File: src/pinball_params.svh
`ifndef PINBALL_PARAMS_SVH
`define PINBALL_PARAMS_SVH

// Surface code distance
`define PINBALL_CODE_DISTANCE 5

// Ancilla grid: one row more than the distance, (d-1)/2 ancillas per row
`define PINBALL_NUM_ROWS (`PINBALL_CODE_DISTANCE + 1)
`define PINBALL_NUM_COLS ((`PINBALL_CODE_DISTANCE - 1) / 2)

// Pairing direction codes for the bulk stages
`define PINBALL_DIR_TOP_RIGHT    0
`define PINBALL_DIR_BOTTOM_RIGHT 1
`define PINBALL_DIR_BOTTOM_LEFT  2
`define PINBALL_DIR_TOP_LEFT     3

`endif

File: src/pinball_pkg.sv
package pinball_pkg;

`include "pinball_params.svh"

    // Flattened widths of the ancilla grid and the data qubit grid
    localparam int SYN_W  = `PINBALL_NUM_ROWS * `PINBALL_NUM_COLS;
    localparam int CORR_W = `PINBALL_CODE_DISTANCE * `PINBALL_CODE_DISTANCE;

    // One bit per ancilla, row major
    typedef logic [SYN_W-1:0] syndrome_t;

    // One bit per data qubit, row major
    typedef logic [CORR_W-1:0] corr_t;

    // Bit position of ancilla (row, col) in a syndrome_t
    function automatic int syn_idx(input int row, input int col);
        return row * `PINBALL_NUM_COLS + col;
    endfunction

    // Bit position of data qubit (row, col) in a corr_t
    function automatic int corr_idx(input int row, input int col);
        return row * `PINBALL_CODE_DISTANCE + col;
    endfunction

endpackage

File: src/boundary_match_stage.sv
`timescale 1ns/10ps

`include "pinball_params.svh"

module boundary_match_stage
    import pinball_pkg::*;
(
    input  logic      clk,
    input  logic      rstn,
    input  logic      valid_in,
    input  syndrome_t syndrome_in,
    input  corr_t     corr_in,
    output logic      valid_out,
    output logic      complex_out,
    output corr_t     corrections_out
);

    localparam int CODE_DISTANCE = `PINBALL_CODE_DISTANCE;
    localparam int NUM_ROWS      = `PINBALL_NUM_ROWS;
    localparam int NUM_COLS      = `PINBALL_NUM_COLS;

    // One edge ancilla per row
    syndrome_t clr_part [NUM_ROWS];
    corr_t     tgl_part [NUM_ROWS];

    syndrome_t clr_mask;
    corr_t     tgl_mask;

    // What is left after the boundary matches
    syndrome_t residual;

    ////////////////////////////////////////////////////////////
    // Edge matching
    ////////////////////////////////////////////////////////////

    for (genvar r = 0; r < NUM_ROWS; r++) begin : g_edge
        // Even rows use the right edge, odd rows the left edge
        localparam bit EVEN = (r % 2) == 0;
        localparam int COL = EVEN ? NUM_COLS - 1 : 0;

        // Right edge touches d[r][D-1], left edge touches d[r-1][0]
        localparam int DAT_I = EVEN ? r : r - 1;
        localparam int DAT_J = EVEN ? CODE_DISTANCE - 1 : 0;

        localparam syndrome_t ANC_BIT = syndrome_t'(1) << syn_idx(r, COL);
        localparam corr_t DATA_BIT = corr_t'(1) << corr_idx(DAT_I, DAT_J);

        // Defect on the edge ancilla
        logic hit;

        assign hit = syndrome_in[syn_idx(r, COL)];

        // Paired with the virtual boundary defect
        assign clr_part[r] = hit ? ANC_BIT : '0;
        assign tgl_part[r] = hit ? DATA_BIT : '0;
    end

    always_comb begin
        clr_mask = '0;
        tgl_mask = '0;
        for (int k = 0; k < NUM_ROWS; k++) begin
            clr_mask = clr_mask | clr_part[k];
            tgl_mask = tgl_mask | tgl_part[k];
        end
    end

    // Anything still set here could not be matched
    assign residual = syndrome_in & ~clr_mask;

    ////////////////////////////////////////////////////////////
    // Output registers
    ////////////////////////////////////////////////////////////

    always_ff @(posedge clk or negedge rstn) begin
        if (!rstn) begin
            valid_out <= 1'b0;
        end else begin
            valid_out <= valid_in;
        end
    end

    always_ff @(posedge clk or negedge rstn) begin
        if (!rstn) begin
            complex_out     <= 1'b0;
            corrections_out <= '0;
        end else if (valid_in) begin
            complex_out     <= |residual;
            corrections_out <= corr_in ^ tgl_mask;
        end
    end

endmodule

File: src/bulk_match_stage.sv
`timescale 1ns/10ps

`include "pinball_params.svh"

module bulk_match_stage
    import pinball_pkg::*;
#(
    parameter int direction = `PINBALL_DIR_TOP_RIGHT
) (
    input  logic      clk,
    input  logic      rstn,
    input  logic      valid_in,
    input  syndrome_t syndrome_in,
    input  corr_t     corr_in,
    output logic      valid_out,
    output syndrome_t syndrome_out,
    output corr_t     corr_out
);

    localparam int CODE_DISTANCE = `PINBALL_CODE_DISTANCE;
    localparam int NUM_ROWS      = `PINBALL_NUM_ROWS;
    localparam int NUM_COLS      = `PINBALL_NUM_COLS;

    // Centers sit on the odd ancilla rows only
    localparam int NUM_SITES = (NUM_ROWS / 2) * NUM_COLS;

    // Upward directions look at row r-1, downward ones at r+1
    localparam bit GO_UP = (direction == `PINBALL_DIR_TOP_RIGHT) ||
                           (direction == `PINBALL_DIR_TOP_LEFT);
    // Right-leaning directions keep the column, left ones step back one
    localparam bit GO_RIGHT = (direction == `PINBALL_DIR_TOP_RIGHT) ||
                              (direction == `PINBALL_DIR_BOTTOM_RIGHT);

    // Per-site contributions, merged below
    syndrome_t clr_part [NUM_SITES];
    corr_t     tgl_part [NUM_SITES];

    // Merged masks for the whole grid
    syndrome_t clr_mask;
    corr_t     tgl_mask;

    ////////////////////////////////////////////////////////////
    // Pairing pattern
    ////////////////////////////////////////////////////////////

    for (genvar rr = 0; rr < NUM_ROWS / 2; rr++) begin : g_row
        for (genvar c = 0; c < NUM_COLS; c++) begin : g_col
            // Center ancilla row
            localparam int R = 2 * rr + 1;
            // Site number
            localparam int K = rr * NUM_COLS + c;

            // Diagonal neighbor of the center
            localparam int NBR_R = GO_UP ? R - 1 : R + 1;
            localparam int NBR_C = GO_RIGHT ? c : c - 1;

            // Data qubit that sits between center and neighbor
            localparam int DAT_I = GO_UP ? R - 1 : R;
            localparam int DAT_J = GO_RIGHT ? 2 * c + 1 : 2 * c;

            // Edge sites have no neighbor in this direction
            localparam bit HAS_PAIR = (NBR_R < NUM_ROWS) && (NBR_C >= 0) &&
                                      (DAT_I < CODE_DISTANCE);

            if (HAS_PAIR) begin : g_pair
                localparam syndrome_t PAIR_MASK =
                    (syndrome_t'(1) << syn_idx(R, c)) |
                    (syndrome_t'(1) << syn_idx(NBR_R, NBR_C));
                localparam corr_t DATA_BIT = corr_t'(1) << corr_idx(DAT_I, DAT_J);

                // Both defects present, so they pair up
                logic hit;

                assign hit = syndrome_in[syn_idx(R, c)] &
                             syndrome_in[syn_idx(NBR_R, NBR_C)];

                assign clr_part[K] = hit ? PAIR_MASK : '0;
                assign tgl_part[K] = hit ? DATA_BIT : '0;
            end else begin : g_none
                // Center passes through untouched
                assign clr_part[K] = '0;
                assign tgl_part[K] = '0;
            end
        end
    end

    // Sites never share an ancilla, so a plain OR merge is safe
    always_comb begin
        clr_mask = '0;
        tgl_mask = '0;
        for (int k = 0; k < NUM_SITES; k++) begin
            clr_mask = clr_mask | clr_part[k];
            tgl_mask = tgl_mask | tgl_part[k];
        end
    end

    ////////////////////////////////////////////////////////////
    // Stage registers
    ////////////////////////////////////////////////////////////

    // Valid follows the input on every edge
    always_ff @(posedge clk or negedge rstn) begin
        if (!rstn) begin
            valid_out <= 1'b0;
        end else begin
            valid_out <= valid_in;
        end
    end

    // Residual and accumulated corrections load with a valid item
    always_ff @(posedge clk or negedge rstn) begin
        if (!rstn) begin
            syndrome_out <= '0;
            corr_out     <= '0;
        end else if (valid_in) begin
            // Matched defects are cleared
            syndrome_out <= syndrome_in & ~clr_mask;
            // New corrections toggle onto the running word
            corr_out     <= corr_in ^ tgl_mask;
        end
    end

endmodule

File: src/pinball_decoder.sv
`timescale 1ns/10ps

`include "pinball_params.svh"

module pinball_decoder
    import pinball_pkg::*;
(
    input  logic      clk,
    input  logic      rstn,
    input  logic      valid_in,
    input  syndrome_t syndrome_in,
    output logic      valid_out,
    output logic      complex_out,
    output corr_t     corrections_out
);

    // Stage 1 -> 2
    logic      tr_valid;
    syndrome_t tr_syndrome;
    corr_t     tr_corr;

    // Stage 2 -> 3
    logic      br_valid;
    syndrome_t br_syndrome;
    corr_t     br_corr;

    // Stage 3 -> 4
    logic      bl_valid;
    syndrome_t bl_syndrome;
    corr_t     bl_corr;

    // Stage 4 -> boundary
    logic      tl_valid;
    syndrome_t tl_syndrome;
    corr_t     tl_corr;

    ////////////////////////////////////////////////////////////
    // Bulk matching chain
    ////////////////////////////////////////////////////////////

    // First stage starts from an empty correction word
    bulk_match_stage #(
        .direction (`PINBALL_DIR_TOP_RIGHT)
    ) u_top_right (
        .clk          (clk),
        .rstn         (rstn),
        .valid_in     (valid_in),
        .syndrome_in  (syndrome_in),
        .corr_in      ('0),
        .valid_out    (tr_valid),
        .syndrome_out (tr_syndrome),
        .corr_out     (tr_corr)
    );

    bulk_match_stage #(
        .direction (`PINBALL_DIR_BOTTOM_RIGHT)
    ) u_bottom_right (
        .clk          (clk),
        .rstn         (rstn),
        .valid_in     (tr_valid),
        .syndrome_in  (tr_syndrome),
        .corr_in      (tr_corr),
        .valid_out    (br_valid),
        .syndrome_out (br_syndrome),
        .corr_out     (br_corr)
    );

    bulk_match_stage #(
        .direction (`PINBALL_DIR_BOTTOM_LEFT)
    ) u_bottom_left (
        .clk          (clk),
        .rstn         (rstn),
        .valid_in     (br_valid),
        .syndrome_in  (br_syndrome),
        .corr_in      (br_corr),
        .valid_out    (bl_valid),
        .syndrome_out (bl_syndrome),
        .corr_out     (bl_corr)
    );

    bulk_match_stage #(
        .direction (`PINBALL_DIR_TOP_LEFT)
    ) u_top_left (
        .clk          (clk),
        .rstn         (rstn),
        .valid_in     (bl_valid),
        .syndrome_in  (bl_syndrome),
        .corr_in      (bl_corr),
        .valid_out    (tl_valid),
        .syndrome_out (tl_syndrome),
        .corr_out     (tl_corr)
    );

    // Leftover edge defects go to the boundary
    boundary_match_stage u_boundary (
        .clk             (clk),
        .rstn            (rstn),
        .valid_in        (tl_valid),
        .syndrome_in     (tl_syndrome),
        .corr_in         (tl_corr),
        .valid_out       (valid_out),
        .complex_out     (complex_out),
        .corrections_out (corrections_out)
    );

endmodule

File: config.mk
export PLATFORM = sky130hd
export DESIGN_NAME = pinball_decoder
export DESIGN_NICKNAME = d
export VERILOG_FILES = /design/src/pinball_pkg.sv /design/src/boundary_match_stage.sv /design/src/bulk_match_stage.sv /design/src/pinball_decoder.sv
export VERILOG_INCLUDE_DIRS = /design/src
export SDC_FILE = /design/constraint.sdc
export NUM_CORES = 1
export LEC_CHECK = 0
export BUFFER_PORTS_ARGS = -buffer_cell sky130_fd_sc_hd__clkbuf_2
export CAP_MARGIN = 20
export CORE_MARGIN = 8
export CORE_UTILIZATION = 56
export DETAILED_ROUTE_END_ITERATION = 6
export GPL_TIMING_DRIVEN = 1
export PLACE_DENSITY = 0.88
export REMOVE_ABC_BUFFERS = 1
export SLEW_MARGIN = 5
export SYNTH_ARGS = -nofsm -noshare
export SYNTH_HDL_FRONTEND = slang
export SYNTH_HIERARCHICAL = 1
export SYNTH_SLANG_ARGS = --single-unit
File: constraint.sdc
create_clock -name clk -period 1 [get_ports clk]
set_input_delay 0.2 -clock clk [delete_from_list [all_inputs] [get_ports clk]]
set_output_delay 0.2 -clock clk [all_outputs]
set_load 0.1 [all_outputs]
==> run summary <==
result of the run = complete, but fails checks
violated checks = setup timing
number of buffers on the longest clock path = 2
number of violations of the max-capacitance limit = 0
post-layout minimum cycle time = 1.29 ns
Site Rows = 42
reg2reg setup slack = -0.25 ns
starting utilization of the core area = 56.7%
via-per-instance ratio = 5.52
cts bufs inserted = 17
global-route wire length before repair = 30200 µm
Total Die Area = 17200 µm²
number of I/O pins = 42
via count of the first global-routing pass = 5101
placement-stage worst setup slack = -0.0997 ns
fin nets = 647
setup clock skew after layout = 0.0147 ns
die width = 131 µm
pin count of the biggest net entering global routing = 46
register bit total from synthesis = 179
Synth Flop Type = dfrtp_1
type of element launching the critical path = flop
cell with the most instances after synthesis = dfrtp_1
remaining routing DRC violations = 0
count of pins over their slew limit = 0
Critical R2R Launch = u_top_right/valid_out
P per Cell Area = 2380 nW/µm²
Synth-to-Final Area Change = 35.3%
post-synthesis cell count = 499
setup TNS = -24.14 ns
worst hold path stage count = 3
remaining antenna violation count after routing = 0
grt total ovfl = 0
CP bufs+invs = 1
maximum fanout along the worst path = 2
R2R Path End = u_bottom_right/corr_out[5]
post-route cell area = 10100 µm²
Final Cycle Share = 129%
share of layout cells above drive strength 1 = 47.6%
critical path cell sequence = buf_12
leakage power figure = 4.68 nW
critical-path cell with the highest stage delay = dfrtp_1
fin worst setup slack = -0.286 ns
clock root buffer = clkbuf_16
Worst EP arrival = 1.09 ns
Final Routed Wirelength = 19600 µm
global-route total usage across every layer = 22.7%
critical path's largest stage delay = 0.44 ns
post-synthesis cell type with the largest combined area = dfrtp_1
total number of vias = 4534
clock latency of the later-clocked register in the worst-skew pair = 0.44 ns
final number of setup-violating endpoints = 162
share of flip-flops with an asynchronous set or reset after synthesis = 100%
start point of the critical path = u_boundary/corrections_out[24]
Pre-Repair DR Iteration Count = 6
start-to-end type of the worst setup path = flop to primary output
Max Clk Rate = 0.778 GHz
floorplan core area = 13100 µm²
unrepaired setup endpoints after global routing = true
register clock-pin slew on the reported worst setup and hold paths = 0.07 ns
dominant delay contributor by cell family on the critical path = flip-flops
number of H-tree branching levels = 4
Synth top area share = 60.2%
iteration-0 DRC count of the detailed router = 322
non-filler instance count after layout = 821
overall power = 23.9 mW
Seq/Total Area, Yosys = 60.2%
Filler cells = 667
hold path endpoint = u_top_right/syndrome_out[1]
total count of hold-check failures in the final report = 0
diode count = 0
clock sink count = 179
combined area of all synthesized cells = 7450 µm²
worst hold path class = input pin to flop
post-detailed-placement cell area = 8490 µm²
WP depth = 1
number of input and output port buffers inserted = 41
TritonCTS clock tree = yes
Inst Count DP = 744
average wire length per cell after detail routing = 23.9 µm
number of synthesized flops with an enable pin = 0
most area-consuming cells after synthesis = dfrtp_1 60%, mux2_4 16%, mux2_2 6.4%
routability congestion estimate from global placement = 0.745
half-perimeter wire length of the detailed placement result = 9260 µm
number of distinct library cells after synthesis = 18
vertical die dimension = 131 µm
synth warn = 6
Worst R2R Path Depth = 3
critical path endpoint category = primary output
top cells by count, synth = 179 x dfrtp_1, 80 x mux2_4, 45 x nand3b_1
worst ir drop on vdd = 1960 µV
Post-Synthesis Mean Instance Area = 14.9 µm²
hold path startpoint = syndrome_in[1]
antenna violations before repair = 0
data required time of the critical path = 0.80 ns
-- layer usage --
metal	vias to the layer above	routed length, µm	GRT usage [%]
met3	50	913	5.98
met4	0	682	9.25
met1	2364	7910	26.7
met5	-	0	0
met2	155	10100	38.8
li1	1965	-	-
-- timing repair --
action                                 in CTS  in global routing
pin swaps                                   5                  6
hold buffers                                1                  0
gates resized for setup                    81                 53
setup endpoints to repair                 134                162
setup buffers                              23                 16
cloned                                     11                  4
endpoints found under the hold margin     179                  0
-- worst max path at each step --
stage	to	slack, ns
CTS	corrections_out[9]	-0.25
finish	corrections_out[24]	-0.29
global route	corrections_out[24]	-0.31
global placement	u_top_left/corr_out[11]	-0.07
floorplan	u_bottom_left/corr_out[24]	-0.97
detailed placement	u_top_left/corr_out[11]	-0.1
-- worst register-to-register path, stage by stage (launching register included) --
cell and delay (ns):
dfrtp_2 0.50, buf_12 0.17, buf_12 0.14, mux2_4 0.31
-- through the flow --
step	hold slack, ns	util [%]
after floorplan	-0.0956	-
after global placement	0.0777	64.6
after detailed placement	0.0801	64.6
after CTS	0.0546	75.0
after global routing	0.0865	76.7
final	0.0661	76.7
-- registers in the layout (all words and copies together), names as in the netlist --
| signal | cells |
|---|---|
| u_bottom_left/corr_out | 25 |
| u_bottom_left/syndrome_out | 12 |
| u_bottom_left/valid_out | 1 |
| u_bottom_right/corr_out | 25 |
| u_bottom_right/syndrome_out | 12 |
| u_bottom_right/valid_out | 1 |
| u_boundary/complex_out | 1 |
| u_boundary/corrections_out | 25 |
| u_boundary/valid_out | 1 |
| u_top_left/corr_out | 25 |
| u_top_left/syndrome_out | 12 |
| u_top_left/valid_out | 1 |
| u_top_right/corr_out | 25 |
| u_top_right/syndrome_out | 12 |
| u_top_right/valid_out | 1 |
-- report_power, final --
part           total [mW]  switching, mW  internal, mW
clock                7.18           2.85          4.33
combinational        7.10           3.72          3.38
sequential           9.67           1.19          8.47
total                23.9           7.76          16.2
-- cell type report --
type | count | area, µm² | share of cell area, %
clock buffers | 24 | 472 | 4.68
clock inverters | 8 | 151 | 1.50
inverters | 30 | 113 | 1.12
multi-input cells | 295 | 2990 | 29.7
flip-flops and latches | 179 | 4490 | 44.5
well taps | 176 | 220 | 2.19
repair buffers | 109 | 1640 | 16.3
-- cells in the final DEF (no fill, tap or decap) --
cell type	count
xnor2_1	6
mux2_2	8
bufinv_16	4
o21ai_0	12
a31oi_2	3
nand3b_1	45
a21oi_2	3
buf_8	8
o21ai_4	1
clkinv_4	1
clkbuf_16	21
nor4_1	1
o21ai_1	10
buf_4	22
dfrtp_2	5
clkinvlp_4	3
a31oi_4	1
nor2_1	8
clkbuf_8	2
nor2_2	7
clkbuf_2	13
buf_16	5
dfrtp_1	174
a21oi_1	3
o21ai_2	7
inv_1	30
nor2_4	8
buf_12	47
mux2_4	114
a31oi_1	12
dlygate4sd3_1	1
a21bo_2	15
clkbuf_1	5
conb_1	31
buf_6	9
-- logic make-up (layout without fill, tap and decap cells) --
group / after synthesis / count (layout) / share of synthesized area (%)
DFF: 179 / 179 / 60.2
muxes: 122 / 122 / 22.5
and+or+nand+nor: 69 / 69 / 5.78
AOI/OAI and AO/OA: 67 / 67 / 5.78
buffers and inverters: 55 / 171 / 5.04
xor gates and xnor gates: 6 / 6 / 0.706
other: 1 / 31 / 0.0504
Note: power is estimated with default switching activity, not from simulation.
